### src/design/router_pkg.sv
package router_pkg;

    // stream and header fields
    typedef logic [7:0] byte_t;
    typedef logic [1:0] addr_t;
    typedef logic [5:0] len_t;

    // output fifo geometry
    localparam int FIFO_DEPTH = 16;
    localparam int PTR_W = 4;

    // unread cycles before a port is flushed
    localparam int TIMEOUT_CYCLES = 30;

    typedef enum logic [2:0] {
        decode_address,
        load_first,
        load_data,
        fifo_wait,
        check_parity
    } state_t;

endpackage

### src/design/router_fifo.sv
`timescale 1ns/1ps

module router_fifo
    import router_pkg::*;
(
    input  logic  clk,
    input  logic  rst,
    input  logic  soft_reset,
    input  logic  write_enb,
    input  byte_t data_in,
    input  logic  read_enb,
    output byte_t data_out,
    output logic  full,
    output logic  empty
);

    byte_t            mem [FIFO_DEPTH];
    logic [PTR_W-1:0] wr_ptr;
    logic [PTR_W-1:0] rd_ptr;
    logic [PTR_W:0]   count;
    logic             push;
    logic             pop;

    assign full  = (count == (PTR_W + 1)'(FIFO_DEPTH));
    assign empty = (count == '0);

    // full writes are dropped here too, controller never issues them
    assign push = write_enb && !full;
    assign pop  = read_enb && !empty;

    // first word fall through
    assign data_out = mem[rd_ptr];

    always_ff @(posedge clk) begin
        if (push) begin
            mem[wr_ptr] <= data_in;
        end
    end

    always_ff @(posedge clk) begin
        if (!rst || soft_reset) begin
            wr_ptr <= '0;
            rd_ptr <= '0;
            count  <= '0;
        end else begin
            if (push) begin
                wr_ptr <= wr_ptr + 1'b1;
            end
            if (pop) begin
                rd_ptr <= rd_ptr + 1'b1;
            end
            case ({push, pop})
                2'b10:   count <= count + 1'b1;
                2'b01:   count <= count - 1'b1;
                default: count <= count;
            endcase
        end
    end

endmodule

### src/design/router_fsm.sv
`timescale 1ns/1ps

module router_fsm
    import router_pkg::*;
(
    input  logic  clk,
    input  logic  rst,
    input  logic  pkt_valid,
    input  addr_t addr,
    input  logic  fifo_full,
    input  logic  last_byte,
    output logic  busy,
    output logic  detect_addr,
    output logic  lfd_state,
    output logic  ld_state,
    output logic  write_enb_reg,
    output logic  parity_check
);

    state_t state;
    state_t next_state;
    logic   to_port;
    logic   ld_take;

    // port 3 packets run the same sequence without writing
    assign to_port = (addr != 2'd3);

    assign detect_addr  = (state == decode_address) && pkt_valid;
    assign lfd_state    = (state == load_first);
    assign ld_state     = (state == load_data);
    assign parity_check = (state == check_parity);

    // payload or parity byte taken this cycle
    assign ld_take = ld_state && pkt_valid && !fifo_full;

    assign write_enb_reg = to_port && ((lfd_state && !fifo_full) || ld_take);

    assign busy = lfd_state || parity_check || (state == fifo_wait) ||
                  (ld_state && fifo_full);

    always_comb begin
        next_state = state;
        case (state)
            decode_address: begin
                if (pkt_valid) begin
                    next_state = load_first;
                end
            end
            load_first: begin
                // header waits here if the port is still full
                if (!fifo_full) begin
                    next_state = load_data;
                end
            end
            load_data: begin
                if (fifo_full) begin
                    next_state = fifo_wait;
                end else if (pkt_valid && last_byte) begin
                    next_state = check_parity;
                end
            end
            fifo_wait: begin
                if (!fifo_full) begin
                    next_state = load_data;
                end
            end
            check_parity: begin
                next_state = decode_address;
            end
            default: begin
                next_state = decode_address;
            end
        endcase
    end

    always_ff @(posedge clk) begin
        if (!rst) begin
            state <= decode_address;
        end else begin
            state <= next_state;
        end
    end

endmodule

### src/design/router_reg.sv
`timescale 1ns/1ps

module router_reg
    import router_pkg::*;
(
    input  logic  clk,
    input  logic  rst,
    input  byte_t data_in,
    input  logic  pkt_valid,
    input  logic  busy,
    input  logic  detect_addr,
    input  logic  lfd_state,
    input  logic  ld_state,
    input  logic  parity_check,
    output byte_t dout,
    output addr_t addr,
    output logic  last_byte,
    output logic  err
);

    byte_t header;
    byte_t int_parity;
    byte_t pkt_parity;
    len_t  remaining;
    logic  ld_accept;

    assign ld_accept = ld_state && pkt_valid && !busy;
    assign last_byte = (remaining == '0);

    // header goes out one cycle after it was taken
    assign dout = lfd_state ? header : data_in;
    assign addr = detect_addr ? data_in[1:0] : header[1:0];

    always_ff @(posedge clk) begin
        if (detect_addr) begin
            header     <= data_in;
            int_parity <= data_in;
        end else if (ld_accept && !last_byte) begin
            int_parity <= int_parity ^ data_in;
        end
        if (ld_accept && last_byte) begin
            pkt_parity <= data_in;
        end
    end

    always_ff @(posedge clk) begin
        if (!rst) begin
            remaining <= '0;
            err       <= 1'b0;
        end else begin
            if (lfd_state) begin
                remaining <= header[7:2];
            end else if (ld_accept && !last_byte) begin
                remaining <= remaining - 1'b1;
            end
            if (detect_addr) begin
                err <= 1'b0;
            end else if (parity_check) begin
                err <= (int_parity != pkt_parity);
            end
        end
    end

endmodule

### src/design/router_sync.sv
`timescale 1ns/1ps

module router_sync
    import router_pkg::*;
(
    input  logic       clk,
    input  logic       rst,
    input  addr_t      addr,
    input  logic       detect_addr,
    input  logic       write_enb_reg,
    input  logic       full_0,
    input  logic       full_1,
    input  logic       full_2,
    input  logic       empty_0,
    input  logic       empty_1,
    input  logic       empty_2,
    input  logic       read_enb_0,
    input  logic       read_enb_1,
    input  logic       read_enb_2,
    output logic [2:0] wr_en,
    output logic       fifo_full,
    output logic       vld_out_0,
    output logic       vld_out_1,
    output logic       vld_out_2,
    output logic       soft_reset_0,
    output logic       soft_reset_1,
    output logic       soft_reset_2
);

    addr_t      dest;
    logic [2:0] vld_vec;
    logic [2:0] rd_vec;

    always_ff @(posedge clk) begin
        if (!rst) begin
            dest <= '0;
        end else if (detect_addr) begin
            dest <= addr;
        end
    end

    // write steering and full select, port 3 goes nowhere
    always_comb begin
        case (dest)
            2'd0:    begin fifo_full = full_0; wr_en = {2'b00, write_enb_reg}; end
            2'd1:    begin fifo_full = full_1; wr_en = {1'b0, write_enb_reg, 1'b0}; end
            2'd2:    begin fifo_full = full_2; wr_en = {write_enb_reg, 2'b00}; end
            default: begin fifo_full = 1'b0;   wr_en = 3'b000; end
        endcase
    end

    assign vld_out_0 = !empty_0;
    assign vld_out_1 = !empty_1;
    assign vld_out_2 = !empty_2;

    assign vld_vec = {vld_out_2, vld_out_1, vld_out_0};
    assign rd_vec  = {read_enb_2, read_enb_1, read_enb_0};

    for (genvar k = 0; k < 3; k++) begin : g_timer
        logic [$clog2(TIMEOUT_CYCLES)-1:0] idle_cnt;
        logic                              soft_q;
        logic                              idle;
        logic                              expired;

        assign idle    = vld_vec[k] && !rd_vec[k];
        assign expired = (idle_cnt == TIMEOUT_CYCLES - 1);

        always_ff @(posedge clk) begin
            if (!rst) begin
                idle_cnt <= '0;
                soft_q   <= 1'b0;
            end else begin
                soft_q <= idle && expired;
                // hold at zero through the flush cycle
                if (!idle || soft_q || expired) begin
                    idle_cnt <= '0;
                end else begin
                    idle_cnt <= idle_cnt + 1'b1;
                end
            end
        end
    end

    assign soft_reset_0 = g_timer[0].soft_q;
    assign soft_reset_1 = g_timer[1].soft_q;
    assign soft_reset_2 = g_timer[2].soft_q;

endmodule

### src/design/router_top.sv
`timescale 1ns/1ps

module router_top
    import router_pkg::*;
(
    input  logic  clk,
    input  logic  rst,
    input  byte_t data_in,
    input  logic  pkt_valid,
    output logic  busy,
    output logic  err,
    output byte_t data_out_0,
    output byte_t data_out_1,
    output byte_t data_out_2,
    output logic  vld_out_0,
    output logic  vld_out_1,
    output logic  vld_out_2,
    input  logic  read_enb_0,
    input  logic  read_enb_1,
    input  logic  read_enb_2
);

    logic       detect_addr;
    logic       lfd_state;
    logic       ld_state;
    logic       write_enb_reg;
    logic       parity_check;
    logic       last_byte;
    logic       fifo_full;
    byte_t      dout;
    addr_t      addr;
    logic [2:0] wr_en;
    logic       full_0, full_1, full_2;
    logic       empty_0, empty_1, empty_2;
    logic       soft_reset_0, soft_reset_1, soft_reset_2;

    router_fsm u_fsm (
        .clk, .rst, .pkt_valid, .addr, .fifo_full, .last_byte,
        .busy, .detect_addr, .lfd_state, .ld_state, .write_enb_reg, .parity_check
    );

    router_reg u_reg (
        .clk, .rst, .data_in, .pkt_valid, .busy, .detect_addr, .lfd_state,
        .ld_state, .parity_check, .dout, .addr, .last_byte, .err
    );

    router_sync u_sync (
        .clk, .rst, .addr, .detect_addr, .write_enb_reg,
        .full_0, .full_1, .full_2, .empty_0, .empty_1, .empty_2,
        .read_enb_0, .read_enb_1, .read_enb_2, .wr_en, .fifo_full,
        .vld_out_0, .vld_out_1, .vld_out_2,
        .soft_reset_0, .soft_reset_1, .soft_reset_2
    );

    router_fifo u_fifo_0 (
        .clk, .rst, .soft_reset(soft_reset_0), .write_enb(wr_en[0]), .data_in(dout),
        .read_enb(read_enb_0), .data_out(data_out_0), .full(full_0), .empty(empty_0)
    );

    router_fifo u_fifo_1 (
        .clk, .rst, .soft_reset(soft_reset_1), .write_enb(wr_en[1]), .data_in(dout),
        .read_enb(read_enb_1), .data_out(data_out_1), .full(full_1), .empty(empty_1)
    );

    router_fifo u_fifo_2 (
        .clk, .rst, .soft_reset(soft_reset_2), .write_enb(wr_en[2]), .data_in(dout),
        .read_enb(read_enb_2), .data_out(data_out_2), .full(full_2), .empty(empty_2)
    );

endmodule

### config.mk
export PLATFORM = sky130hd
export DESIGN_NAME = router_top
export DESIGN_NICKNAME = d
export VERILOG_FILES = /design/src/design/router_pkg.sv /design/src/design/router_fifo.sv /design/src/design/router_fsm.sv /design/src/design/router_reg.sv /design/src/design/router_sync.sv /design/src/design/router_top.sv
export SDC_FILE = /design/constraint.sdc
export NUM_CORES = 1
export LEC_CHECK = 0
export BUFFER_PORTS_ARGS = -buffer_cell sky130_fd_sc_hd__buf_2
export CAP_MARGIN = 0
export CORE_UTILIZATION = 55
export DETAILED_ROUTE_END_ITERATION = 7
export PLACE_DENSITY = 0.77
export SLEW_MARGIN = 40
export SYNTH_ARGS = -nofsm -noshare
export SYNTH_HDL_FRONTEND = slang
export SYNTH_HIERARCHICAL = 1
export SYNTH_SLANG_ARGS = --single-unit
### constraint.sdc
create_clock -name clk -period 4.8 [get_ports clk]
set_input_delay 0.72 -clock clk [delete_from_list [all_inputs] [get_ports clk]]
set_output_delay 0.72 -clock clk [all_outputs]
set_load 0.01 [all_outputs]
# Word level (Yosys, flattened, before mapping)
# Memories as Yosys holds them, arrays and structs flattened. A register that Yosys moved wholly into a read port is not among the register bits.
# Cells that the tools add are included.
dict set report totals {
  register_bits 93
  ramBits 384
  inputBits 14
  word_cells 162
  n_memories 3
}
# memory depth word_bits read_ports rd_clocked_by_memory_dff wr line
set mem_list {}
lappend mem_list {u_fifo_0.mem 16 8 1 1 1 router_fifo.sv:17} ;# byte_t mem [FIFO_DEPTH];
lappend mem_list {u_fifo_1.mem 16 8 1 1 1 router_fifo.sv:17}
lappend mem_list {u_fifo_2.mem 16 8 1 1 1 router_fifo.sv:17}
dict set report op_classes {
  n_addsub 16
  n_eq_ne 23
  muxes 28
  bitwise 2
  n_reduce_logical 68
}
# cell count
set op_table {}
lappend op_table {{adder 5 x 1 -> 5 bit, second input constant} 6}
lappend op_table {{== test 5 bit, second input constant} 6}
lappend op_table {{one-hot mux 5 bit (2 select lines)} 3}
lappend op_table {{adder 4 x 1 -> 4 bit, second input constant} 6}
lappend op_table {{2-to-1 mux 4 bit} 6}
lappend op_table {{2-to-1 mux 8 bit} 3}
lappend op_table {{logical AND 1 bit} 22}
lappend op_table {{one-hot mux 3 bit (3 select lines)} 2}
lappend op_table {{logical NOT 1 bit} 16}
lappend op_table {{logical NOT 5 bit} 3}
lappend op_table {{subtractor 5 x 1 -> 5 bit, second input constant} 3}
lappend op_table {{logical OR 1 bit} 13}
lappend op_table {{2-to-1 mux 3 bit} 4}
lappend op_table {{2-to-1 mux 6 bit} 2}
lappend op_table {{nonzero test 2 bit} 5}
lappend op_table {{OR reduction 2 bit} 5}
lappend op_table {{== test 2 x 1 -> 1 bit, second input constant} 4}
lappend op_table {{== test 2 bit, second input constant} 4}
lappend op_table {{inequality test 8 bit} 1}
lappend op_table {{XOR 8 bit} 1}
lappend op_table {{== test 3 x 2 -> 1 bit, second input constant} 2}
lappend op_table {{logical NOT 6 bit} 1}
lappend op_table {{2-to-1 mux 1 bit} 6}
lappend op_table {{inequality test 2 bit, second input constant} 3}
lappend op_table {{10 further kinds} 10}

# Longest topological paths before layout
# Gate-level depths: netlist of the first run.
dict set report depth {
  word_depth 10
  ltp_mapped 19
}

# Hierarchy
# The synthesis of the first run kept the hierarchy.
# module instances cells_each area_each_um2 seq_area_each_um2
set modules_own_cells {}
lappend modules_own_cells {{router_fifo at u_fifo_0 ...} 2 329 5853.1 4184.0}
lappend modules_own_cells {{router_fifo at u_fifo_2} 1 325 5826.8 4184.0}
lappend modules_own_cells {router_reg 1 113 1488.9 860.8}
lappend modules_own_cells {router_sync 1 85 849.6 400.4}
lappend modules_own_cells {router_fsm 1 26 230.2 60.1}

# Least setup slack after synthesis of the first run
# OpenSTA, ideal clock, no wires.
dict set report synth_path {
  path_kind {input port to flip-flop}
  startpoint {input pkt_valid}
  endpoint {register u_fifo_0.count[4]}
  setup_time_ps 134
  arrival_time_ps 4391
  path_slack_ps 274
  cell_stages 13
  n_path_buf 0
  cell_sequence {and3_1 -> mux2_2 -> a211oi_2 -> nor3b_1 -> inv_1 -> a21oi_1 -> inv_1 -> ha_1 -> xor2_1 -> ha_1 -> a311oi_2 -> a2111oi_0 -> or4b_1}
}
dict set report synth_between {
  elab_chain_cells 8
  elab_cells_between_ends 13
  cone_classes {3 x eq/ne; 3 x mux; 7 x reduce/logical}
}
# item line
set synth_rtl {}
lappend synth_rtl {{start: declaration} router_top.sv:9} ;# input logic pkt_valid,
lappend synth_rtl {{logical AND 1 bit *} router_fsm.sv:28} ;# assign detect_addr = (state == decode_address) && pkt_valid;
lappend synth_rtl {{2-to-1 mux 2 bit *} router_reg.sv:32} ;# assign addr = detect_addr ? data_in[1:0] : header[1:0];
lappend synth_rtl {{net addr[0]} router_top.sv:31} ;# addr_t addr;
lappend synth_rtl {{inequality test 2 bit *} router_fsm.sv:26} ;# assign to_port = (addr != 2'd3);
lappend synth_rtl {{logical AND 1 bit *} router_fsm.sv:36} ;# assign write_enb_reg = to_port && ((lfd_state && !fifo_full) || ld_take);
lappend synth_rtl {{net write_enb_reg} router_top.sv:26} ;# logic write_enb_reg;
lappend synth_rtl {{one-hot mux 3 bit (3 select lines) *} router_sync.sv:44} ;# case (dest)
lappend synth_rtl {{net wr_en[0]} router_top.sv:32} ;# logic [2:0] wr_en;
lappend synth_rtl {{logical AND 1 bit *} router_fifo.sv:28} ;# assign push = write_enb && !full;
lappend synth_rtl {{== test 2 x 1 -> 1 bit / == test 2 bit (equally long branches)} router_fifo.sv:52} ;# case ({push, pop})
lappend synth_rtl {{one-hot mux 5 bit (2 select lines) / nonzero test 2 bit (equally long branches)} --}
lappend synth_rtl {{end signal: assignment} router_fifo.sv:53} ;# 2'b10: count <= count + 1'b1;
lappend synth_rtl {{end signal: assignment} router_fifo.sv:54} ;# 2'b01: count <= count - 1'b1;
lappend synth_rtl {{end signal: assignment} router_fifo.sv:55} ;# default: count <= count;
lappend synth_rtl {{end: declaration} router_fifo.sv:20} ;# logic [PTR_W:0] count;
# The timed path passes the listed nets; every way through them passes the cells marked *.
# A chain may end at the register's enable or synchronous reset.

# Final worst setup path of the first run
dict set report layout_path {
  startpoint {register u_fifo_2.count[1]}
  endpoint {register u_fifo_1.count[4]}
}
dict set report layout_between {
  elab_chain_cells 10
  elab_cells_between_ends 13
  cone_classes {3 x eq/ne; 3 x mux; 7 x reduce/logical}
}
# item line
set layout_rtl {}
lappend layout_rtl {{start: declaration} router_fifo.sv:20}
lappend layout_rtl {{start signal: assignment} router_fifo.sv:53}
lappend layout_rtl {{start signal: assignment} router_fifo.sv:54}
lappend layout_rtl {{start signal: assignment} router_fifo.sv:55}
lappend layout_rtl {{== test 5 bit *} router_fifo.sv:24} ;# assign full = (count == (PTR_W + 1)'(FIFO_DEPTH));
lappend layout_rtl {{net full_2} router_top.sv:33} ;# logic full_0, full_1, full_2;
lappend layout_rtl {{one-hot mux 1 bit (3 select lines) *} router_sync.sv:44}
lappend layout_rtl {{net fifo_full} router_top.sv:29} ;# logic fifo_full;
lappend layout_rtl {{logical NOT 1 bit *} {router_fsm.sv:34, router_fsm.sv:36}}
lappend layout_rtl {{logical AND 1 bit, on equally long branches} {router_fsm.sv:36, router_fsm.sv:34}}
lappend layout_rtl {{logical OR 1 bit *} router_fsm.sv:36}
lappend layout_rtl {{logical AND 1 bit *} router_fsm.sv:36}
lappend layout_rtl {{net write_enb_reg} router_top.sv:26}
lappend layout_rtl {{one-hot mux 3 bit (3 select lines) *} router_sync.sv:44}
lappend layout_rtl {{net wr_en[1]} router_top.sv:32}
lappend layout_rtl {{logical AND 1 bit *} router_fifo.sv:28}
lappend layout_rtl {{== test 2 x 1 -> 1 bit / == test 2 bit (equally long branches)} router_fifo.sv:52}
lappend layout_rtl {{one-hot mux 5 bit (2 select lines) / nonzero test 2 bit (equally long branches)} --}
lappend layout_rtl {{end signal: assignment} router_fifo.sv:53}
lappend layout_rtl {{end signal: assignment} router_fifo.sv:54}
lappend layout_rtl {{end signal: assignment} router_fifo.sv:55}
lappend layout_rtl {{end: declaration} router_fifo.sv:20}
# Marks and branches as above.

==> impl_metrics.env, run 1 <==
export IMPL_netlist_area_um2=20100
export IMPL_clkTransAtPathRegs_ps=60
export IMPL_run_status="completed"
export IMPL_yosysUniqueCellTypes=76
export IMPL_antennaDiodeCount=0
export IMPL_cts_buffers=49
export IMPL_required_ps=5230
export IMPL_fin_nets=1317
export IMPL_grt_pass1_wl_mm=60.3
export IMPL_drv_cap=0
export IMPL_cts_sinks=489
export IMPL_period_share_pct=90.2
export IMPL_internal_power_mw=8.45
export IMPL_synthFlopType="edfxtp_1"
export IMPL_overflow=0
export IMPL_insertion_delay_ps=570
export IMPL_rows=69
export IMPL_hold_path_class="in2reg"
export IMPL_tightestPinTransition_ps=862
export IMPL_multiInputGateArea_um2=5870
export IMPL_crit_type="reg2reg"
export IMPL_grt_total_usage_pct=21.7
export IMPL_fin_tns_setup_ps=0
export IMPL_peakVddDrop_uv=400
export IMPL_finClkSkew_ps=15.0
export IMPL_holdBufCountCts=0
export IMPL_synthCells=1207
export IMPL_p_comb_share_pct=20.2
export IMPL_p_seq_share_pct=46.3
export IMPL_end_kind="register"
export IMPL_ys_ff_latch=489
export IMPL_postSynth_asyncResetShare_pct=0
export IMPL_port_buffers=42
export IMPL_coreArea_um2=35700
export IMPL_hold_ws_ps=399
export IMPL_critPathLaunchType="register"
export IMPL_place_hpwl_mm=23.7
export IMPL_via_per_inst=6.08
export IMPL_max_freq_mhz=231
export IMPL_final_cell_count_no_fill=1772
export IMPL_routedWlPerCell_um=22.4
export IMPL_h_tree_depth=2
export IMPL_syn_nets=1253
export IMPL_grt_pass1_vias=10800
export IMPL_area_growth_pct=12.3
export IMPL_netSwitchingPower_mw=3.20
export IMPL_initial_core_util_pct=56.2
export IMPL_cts_root_buf="clkbuf_16"
export IMPL_setup_viol=0
export IMPL_post_dp_cell_area_um2=20900
export IMPL_io_pins=43
export IMPL_relSlewSlack_pct=42.3
export IMPL_drt_iter0_markers=833
export IMPL_wl_mm=39.6
export IMPL_vias=10800
export IMPL_seq_area_frac_synth_pct=69.0
export IMPL_cts_tree="yes"
export IMPL_seq_area_um2=13900
export IMPL_dp_cells=1681
export IMPL_nFillCells=2495
export IMPL_leakagePower_nw=7.45
export IMPL_dieArea_um2=37300
export IMPL_rrSetupSlack_ps=470
export IMPL_dr_pass1_iters=7
export IMPL_timing_final_hold_violations=0
export IMPL_final_area_um2=22600
export IMPL_arrival_ps=4760
export IMPL_mostFrequentLayoutCell="edfxtp_1"
export IMPL_slew_violations=0
export IMPL_cp_max_fo=8
export IMPL_drc=0
export IMPL_place_gp_congestion=0.821
export IMPL_pwr_share_clk_pct=33.4
export IMPL_mostFrequentLayoutCells="408 x edfxtp_1, 96 x mux4_2, 95 x nor2_1"
export IMPL_fin_crit_ps=4330
export IMPL_clk_path_buf_depth=3
export IMPL_antenna_found_initial=0
export IMPL_p_per_area_nw_per_um2=516
export IMPL_drive_gt1_share_pct=22.9
export IMPL_cts_setup_buffers=0
export IMPL_rsz0062_at_grt="false"
export IMPL_power_total_mw=11.6
export IMPL_syn_avg_cell_area_um2=16.7
export IMPL_yosysWarnings=6
export IMPL_antenna_left=0
export IMPL_cts_resized_gates=0
export IMPL_grt_start_max_net_pins=49
export IMPL_die_w_um=193
export IMPL_die_y_um=193
export IMPL_swShare_pct=27.5
export IMPL_synth_edf_count=408
flip-flops by register name (all words and copies together) (netlist names), 3 cells and up, named ones only:
signal,flops
u_reg/pkt_parity,8
u_reg/header,8
u_reg/int_parity,8
u_fifo_1/count,5
u_fifo_2/mem,128
u_fifo_0/rd_ptr,4
u_fifo_0/wr_ptr,4
u_fifo_1/wr_ptr,4
u_fifo_1/rd_ptr,4
u_fifo_2/wr_ptr,4
u_sync/g_timer.idle_cnt,15
u_fifo_0/mem,128
u_reg/remaining,6
u_fifo_1/mem,128
u_fifo_2/count,5
u_fifo_2/rd_ptr,4
u_fsm/state,3
u_fifo_0/count,5
power groups by stage:
stage	Combinational (mW)	Clock, mW	Sequential (mW)
floorplan	1.83	0	5.28
global placement	2.25	0	5.48
detailed placement	2.36	0	5.49
CTS	2.37	3.97	5.40
global route	2.56	4.13	5.44
finish	2.36	3.90	5.39
through the flow:
step                worst slack [ps]  util, %
floorplan                        274        -
global route                     238     63.2
finish                           470     63.2
CTS                              559     63.1
detailed placement               321     58.4
global placement                 427     58.3
cell families after synthesis:
family,count (synthesis),share of synthesized area (%)
xor+xnor,48,2.09
flops,489,69.0
simple gates,290,7.61
mux,119,12.0
fa+ha+maj,32,1.99
buf+inv,94,2.02
compound gates,135,5.30
path summary, 6_finish.rpt:
path / from / end / depth (start not counted)
setup / recovery: u_fifo_2/count[1]$_SDFFE_PP0P_ / u_fifo_1/count[4]$_SDFFE_PP0P_ / 16
hold / removal: data_in[4] / u_reg/pkt_parity[4]$_DFFE_PP_ / 1
setup reg to reg: u_fifo_2/count[1]$_SDFFE_PP0P_ / u_fifo_1/count[4]$_SDFFE_PP0P_ / 16
hold reg to reg: u_sync/g_timer[1].idle_cnt[0]$_SDFF_PP0_ / u_sync/g_timer[1].idle_cnt[0]$_SDFF_PP0_ / 1
final cells by class:
type	instances	share of cell area [%]
clock inverters	21	1.05
flip-flops and latches	489	61.5
inverters	39	0.648
multi-input cells	624	26.0
clock buffers	70	6.38
repair buffers	68	1.88
well taps	461	2.55
metal layers:
layer  wire length, um  global-route usage [%]  vias to the layer above
met1             16000                    28.4                     5425
met3              2930                    4.49                       78
met2             19800                    36.5                      429
met5                 0                       0                        -
met4               950                    6.52                        0
li1                  -                       -                     4849
cells in the mapped netlist (all sizes together) (3+ instances only):
library cell / instances / area, um2
buf: 26 / 149
a21oi: 19 / 103
a2111oi: 4 / 35.0
nor3b: 6 / 61.3
dfxtp: 81 / 1620
ha: 32 / 400
o211ai: 21 / 200
nand4: 4 / 25.0
nand3: 18 / 90.1
nor4b: 8 / 95.1
o21a: 5 / 52.6
a22oi: 48 / 360
nand2: 64 / 240
xnor2: 22 / 193
and3b: 3 / 27.5
or4: 6 / 56.3
nor2b: 11 / 68.8
nand3b: 7 / 65.1
nand2b: 12 / 82.6
mux4: 96 / 2160
or4b: 3 / 30.0
clkbuf: 29 / 111
or3: 4 / 30.0
or2b: 3 / 23.8
and3: 4 / 25.0
inv: 38 / 143
mux2i: 13 / 130
mux2: 10 / 113
and2: 3 / 18.8
nor2: 105 / 402
a211oi: 7 / 57.6
xor2: 26 / 228
edfxtp: 408 / 12300
nor4: 4 / 31.3
nor3: 20 / 105
o21ai: 14 / 104
worst max-delay path: stages (launching register included):
cell	delay, ps
dfxtp_1	380
or4_4	620
nor2_1	190
mux2i_1	110
o21ai_1	400
a211oi_2	100
and3b_1	250
inv_1	120
a21oi_1	50
buf_4	180
inv_1	50
ha_1	290
xor2_1	110
ha_1	250
a311oi_2	390
a2111oi_0	160
or4b_1	550
No activity file was read; power rests on OpenSTA's default activity.
==> run 2: changes to the inputs <==
--- a/config.mk
+++ b/config.mk
@@ -9,6 +9,7 @@
 export CAP_MARGIN = 0
 export CORE_UTILIZATION = 55
 export DETAILED_ROUTE_END_ITERATION = 7
+export GPL_TIMING_DRIVEN = 0
 export PLACE_DENSITY = 0.77
 export SLEW_MARGIN = 40
 export SYNTH_ARGS = -nofsm -noshare
==> run 2 against run 1 <==
Net effect:
- global-route usage grew 0.12 points
- first-iteration DRC count shrank 5.3%
- critical endpoint is now u_fifo_0/count[4]$_SDFFE_PP0P_
- non-clock buffer count grew 29
- clock skew grew 19 ps
- die area is the same
- clock power shrank 4%
- sequential share of layout area shrank 0.18 points
==> impl_metrics.env, run 2 (synthesized netlist as in run 1, its figures left out) <==
export IMPL_grt_pass1_wl_mm=61.0
export IMPL_overflow=0
export IMPL_cts_root_buf="clkbuf_16"
export IMPL_clk_path_buf_depth=3
export IMPL_mostFrequentLayoutCells="408 x edfxtp_1, 101 x nor2_1, 96 x mux4_2"
export IMPL_path_buf_inv=3
export IMPL_insertion_delay_ps=560
export IMPL_wl_mm=39.6
export IMPL_die_w_um=193
export IMPL_routedWlPerCell_um=22.0
export IMPL_holdBufCountCts=0
export IMPL_grt_pass1_vias=10900
export IMPL_setup_viol=0
export IMPL_clkTransAtPathRegs_ps=50
export IMPL_cts_buffers=48
export IMPL_drive_gt1_share_pct=22.5
export IMPL_initial_core_util_pct=56.2
export IMPL_arrival_ps=4880
export IMPL_max_stage_delay_ps=530
export IMPL_hold_ws_ps=425
export IMPL_mostFrequentLayoutCell="edfxtp_1"
export IMPL_leakagePower_nw=7.47
export IMPL_cp_max_fo=13
export IMPL_coreArea_um2=35700
export IMPL_timing_final_ws_setup_ps=325
export IMPL_end_kind="register"
export IMPL_peakVddDrop_uv=319
export IMPL_io_pins=43
export IMPL_fin_crit_ps=4470
export IMPL_finClkSkew_ps=33.9
export IMPL_port_buffers=42
export IMPL_grt_total_usage_pct=21.8
export IMPL_fin_nets=1345
export IMPL_relSlewSlack_pct=43.2
export IMPL_reg_top3="u_fifo_0/mem x128, u_fifo_1/mem x128, u_fifo_2/mem x128"
export IMPL_cts_sinks=489
export IMPL_antenna_left=0
export IMPL_timing_final_hold_violations=0
export IMPL_slew_violations=0
export IMPL_drv_cap=0
export IMPL_die_y_um=193
export IMPL_rsz0062_at_grt="false"
export IMPL_critPathLaunchType="register"
export IMPL_final_cell_count_no_fill=1800
export IMPL_crit_type="reg2reg"
export IMPL_place_hpwl_mm=24.4
export IMPL_crit_slowest_cell="or4b_1"
export IMPL_area_growth_pct=12.6
export IMPL_antenna_found_initial=0
export IMPL_fin_tns_setup_ps=0
export IMPL_run_status="completed"
export IMPL_drt_iter0_markers=789
export IMPL_h_tree_depth=2
export IMPL_tightestPinTransition_ps=849
export IMPL_via_per_inst=6.00
export IMPL_p_per_area_nw_per_um2=510
export IMPL_dieArea_um2=37300
export IMPL_grt_start_max_net_pins=49
export IMPL_dr_pass1_iters=7
export IMPL_dpl_worst_slack_ps=-505
export IMPL_max_freq_mhz=223
export IMPL_rows=69
export IMPL_path_delay_family="simple AND/OR/NAND/NOR gates"
export IMPL_cp_cell_sequence="buf_4 -> nor2_1 -> and3_2 -> mux2_2 -> a211oi_2 -> nor3b_4 -> inv_1 -> a21oi_2 -> inv_1 -> ha_1 -> xor2_1 -> ha_1 -> a311oi_2 -> a2111oi_0 -> or4b_1"
export IMPL_vias=10800
export IMPL_drc=0
export IMPL_dp_cells=1710
export IMPL_required_ps=5210
export IMPL_hold_path_class="in2reg"
export IMPL_power_total_mw=11.5
export IMPL_place_gp_congestion=0.848
export IMPL_cts_tree="yes"
export IMPL_rrSetupSlack_ps=330
export IMPL_period_share_pct=93.2
run 2: cell count changes in the layout (fill, tap and decap cells not counted), sizes merged:
cell	before	now
bufinv	5	3
clkbuf	70	92
inv	41	39
diode	0	1
clkinvlp	0	4
clkinv	14	19
run 2: worst register-to-register path: cells and delay by family (launching register included):
kind	cells	cell delay, ps
adder cells (fa/ha/maj)	2	560
flip-flops	1	290
XOR/XNOR	1	180
multiplexers	1	420
AO/OA/AOI/OAI	4	1060
AND/OR/NAND/NOR	4	1450
buffers and inverters	3	380
run 2: worst paths after layout:
check                                                               from                                       end  depth (start not counted)
worst max-delay path                         u_fsm/state[1]$_SDFFE_PN0P_            u_fifo_0/count[4]$_SDFFE_PP0P_                         15
worst min-delay path                                          data_in[6]                 u_reg/header[6]$_DFFE_PP_                          1
worst max register to register               u_fsm/state[1]$_SDFFE_PN0P_            u_fifo_0/count[4]$_SDFFE_PP0P_                         15
worst min register to register  u_sync/g_timer[1].idle_cnt[0]$_SDFF_PP0_  u_sync/g_timer[1].idle_cnt[0]$_SDFF_PP0_                          1
run 2: area by class of cell:
cell class / instances / area, um2
flip-flops and latches: 489 / 13900
fillers: 2462 / 13100
multi-input cells: 624 / 5950
clock buffers: 63 / 1380
well taps: 461 / 577
plain buffers: 55 / 260
clock inverters: 26 / 228
repair buffers: 42 / 210
inverters: 39 / 146
diodes: 1 / 2.50
run 2: where the power goes:
| part | leakage, nW | internal [mW] | switching (mW) |
|---|---|---|---|
| Combinational | 2.36 | 0.994 | 1.57 |
| Clock | 0.780 | 2.20 | 1.54 |
| Sequential | 4.33 | 5.10 | 0.139 |
run 2: per-layer routing:
layer,global-route usage [%],vias to the layer above,share of wire (%)
li1,-,4901,-
met1,29.0,5495,41
met2,37.7,356,51
met3,3.19,53,5.8
met4,5.77,0,1.9
met5,0,-,0
run 2: repair_timing:
action | 4_1_cts | 5_1_grt
setup endpoints to repair | 1 | 2
resized for setup | 1 | 4
setup buffers | 0 | 0
run 2: metrics by stage:
| stage | utilization [%] | area (um2) |
|---|---|---|
| 3_5_place_dp | 58.7 | 21000 |
| 4_1_cts | 63.2 | 22600 |
| 6_report | 63.3 | 22600 |
| 3_3_place_gp | 58.4 | 20900 |
| 2_1_floorplan | - | 20100 |
| 5_1_grt | 63.3 | 22600 |
==> run 3: changes to the inputs <==
--- a/config.mk
+++ b/config.mk
@@ -7,10 +7,12 @@
 export LEC_CHECK = 0
 export BUFFER_PORTS_ARGS = -buffer_cell sky130_fd_sc_hd__buf_2
 export CAP_MARGIN = 0
-export CORE_UTILIZATION = 55
+export CELL_PAD_IN_SITES_DETAIL_PLACEMENT = 0
+export CELL_PAD_IN_SITES_GLOBAL_PLACEMENT = 1
+export CORE_UTILIZATION = 49
 export DETAILED_ROUTE_END_ITERATION = 7
 export GPL_TIMING_DRIVEN = 0
-export PLACE_DENSITY = 0.77
+export PLACE_DENSITY = 0.79
 export SLEW_MARGIN = 40
 export SYNTH_ARGS = -nofsm -noshare
 export SYNTH_HDL_FRONTEND = slang
==> run 3 against run 2 <==
Net effect:
- sequential share of layout area down 0.40 points
- critical path type unchanged
- critical endpoint unchanged
- first-iteration DRC count shrank 5.1%
- worst setup slack got worse by 39 ps
- die area up 12%
- largest cell class unchanged
==> impl_metrics.env, run 3 (synthesized netlist as in run 1, its figures left out) <==
export IMPL_drt_iter0_markers=749
export IMPL_met2_usage_pct=32.0
export IMPL_setup_viol=0
export IMPL_place_hpwl_mm=24.6
export IMPL_antenna_left=0
export IMPL_period_share_pct=94.0
export IMPL_drive_gt1_share_pct=22.8
export IMPL_p_comb_share_pct=21.9
export IMPL_io_pins=43
export IMPL_peakVddDrop_uv=387
export IMPL_grt_total_usage_pct=19.5
export IMPL_crit_type="reg2reg"
export IMPL_arrival_ps=4950
export IMPL_routedWlPerCell_um=21.4
export IMPL_antennaDiodeCount=0
export IMPL_coreArea_um2=40100
export IMPL_vias=10700
export IMPL_relSlewSlack_pct=43.8
export IMPL_fin_nets=1345
export IMPL_port_buffers=42
export IMPL_end_kind="register"
export IMPL_required_ps=5230
export IMPL_h_tree_depth=2
export IMPL_p_per_area_nw_per_um2=515
export IMPL_antenna_found_initial=0
export IMPL_place_gp_congestion=0.811
export IMPL_grt_util_met1_pct=27.0
export IMPL_insertion_delay_ps=580
export IMPL_rows=73
export IMPL_hold_path_class="in2reg"
export IMPL_hold_ws_ps=381
export IMPL_critPathLaunchType="register"
export IMPL_finClkSkew_ps=19.8
export IMPL_die_w_um=205
export IMPL_tightestPinTransition_ps=840
export IMPL_clk_path_buf_depth=3
export IMPL_die_y_um=205
export IMPL_run_status="completed"
export IMPL_initial_core_util_pct=50.1
export IMPL_hp_start="data_in[4]"
export IMPL_pwr_share_clk_pct=33.5
export IMPL_drv_cap=0
export IMPL_fin_crit_ps=4510
export IMPL_wl_mm=39.9
export IMPL_dieArea_um2=41800
export IMPL_area_growth_pct=13.3
export IMPL_internal_power_mw=8.44
export IMPL_nFillCells=3031
export IMPL_netSwitchingPower_mw=3.29
export IMPL_rsz0062_at_grt="false"
export IMPL_rr_startpoint="u_fsm/state[1]$_SDFFE_PN0P_"
export IMPL_swShare_pct=28.0
export IMPL_timing_final_hold_violations=0
export IMPL_top_usage_layer="met2"
export IMPL_cts_sinks=489
export IMPL_overflow=0
export IMPL_clkTransAtPathRegs_ps=60
export IMPL_cts_tree="yes"
export IMPL_grt_pass1_vias=10600
export IMPL_reg_top3="u_fifo_0/mem x128, u_fifo_1/mem x128, u_fifo_2/mem x128"
export IMPL_via_per_inst=5.75
export IMPL_final_cell_count_no_fill=1864
export IMPL_mostFrequentLayoutCell="edfxtp_1"
export IMPL_mostFrequentLayoutCells="408 x edfxtp_1, 100 x nor2_1, 96 x mux4_2"
export IMPL_grt_use_met3_pct=3.01
export IMPL_cp_max_fo=13
export IMPL_grt_pass1_wl_mm=61.3
export IMPL_fin_tns_setup_ps=0
export IMPL_dr_pass1_iters=5
export IMPL_cp_cell_sequence="buf_4 -> nor2_1 -> and3_4 -> mux2_2 -> a211oi_2 -> nor3b_4 -> inv_1 -> a21oi_2 -> inv_1 -> ha_1 -> xor2_1 -> ha_1 -> a311oi_2 -> a2111oi_0 -> or4b_1"
export IMPL_max_freq_mhz=222
export IMPL_p_seq_share_pct=44.6
export IMPL_cts_buffers=48
export IMPL_drc=0
export IMPL_grt_start_max_net_pins=49
export IMPL_crit_slowest_cell="or4b_1"
export IMPL_max_stage_delay_ps=530
export IMPL_cts_root_buf="clkbuf_16"
export IMPL_leakagePower_nw=7.51
export IMPL_slew_violations=0
export IMPL_dp_cells=1774
export IMPL_critPathLaunch="u_fsm/state[1]$_SDFFE_PN0P_"
==> run 3: worst paths after layout <==
| path | slack [ps] | cells past startpoint | to |
|---|---|---|---|
| setup reg to reg | 290 | 15 | u_fifo_0/count[4]$_SDFFE_PP0P_ |
| setup / recovery | 290 | 15 | u_fifo_0/count[4]$_SDFFE_PP0P_ |
| hold reg to reg | 460 | 1 | u_sync/g_timer[2].idle_cnt[0]$_SDFF_PP0_ |
| hold / removal | 380 | 1 | u_reg/header[4]$_DFFE_PP_ |
==> run 3: per-layer routing <==
layer / share of wire [%] / vias to the layer above / routed length, um
met5: 0 / - / 0
met1: 44 / 5453 / 17500
li1: - / 4896 / -
met3: 5.6 / 55 / 2230
met2: 49 / 306 / 19500
met4: 1.9 / 0 / 760
==> run 3: through the flow <==
| stage | util [%] | instance area, um2 | setup slack (ps) | total power, mW |
|---|---|---|---|---|
| 2_1_floorplan | - | 20100 | 274 | 7.12 |
| 3_5_place_dp | 52.5 | 21100 | -647 | 7.90 |
| 6_report | 56.8 | 22800 | 286 | 11.7 |
| 3_3_place_gp | 52.3 | 21000 | -921 | 7.81 |
| 5_1_grt | 56.8 | 22800 | 71.7 | 12.2 |
| 4_1_cts | 56.7 | 22800 | 34.3 | 11.8 |
==> run 3: final cells by class <==
| type | count | area, um2 | area share [%] |
|---|---|---|---|
| Buffer | 55 | 260 | 1.14 |
| Multi-Input combinational cell | 624 | 5950 | 26.1 |
| Tap cell | 525 | 657 | 2.88 |
| Clock buffer | 62 | 1330 | 5.82 |
| Inverter | 39 | 146 | 0.643 |
| Clock inverter | 28 | 352 | 1.54 |
| Timing Repair Buffer | 42 | 210 | 0.923 |
| Sequential cell | 489 | 13900 | 60.9 |
==> run 3: what timing repair did <==
action / in CTS / in global routing
hold buffers: 0 / 0
endpoints found under the setup margin: 2 / 2
buffers inserted: 0 / 0
gates resized for setup: 2 / 3
==> run 3: worst max-delay path: cells and delay by family (launching register included) <==
family,cells,cell delay [ps]
buffers and inverters,3,410
multiplexers,1,390
XOR/XNOR,1,180
AO/OA/AOI/OAI,4,1080
adder cells (fa/ha/maj),2,580
AND/OR/NAND/NOR,4,1430
flip-flops,1,290
==> run 3: power groups by stage <==
stage                     Clock [mW]  Sequential, mW  Combinational, mW
after floorplan                    0            5.28               1.83
after global placement             0            5.32               2.49
after detailed placement           0            5.32               2.58
after CTS                       4.00            5.23               2.59
after global routing            4.15            5.26               2.81
final                           3.92            5.23               2.57
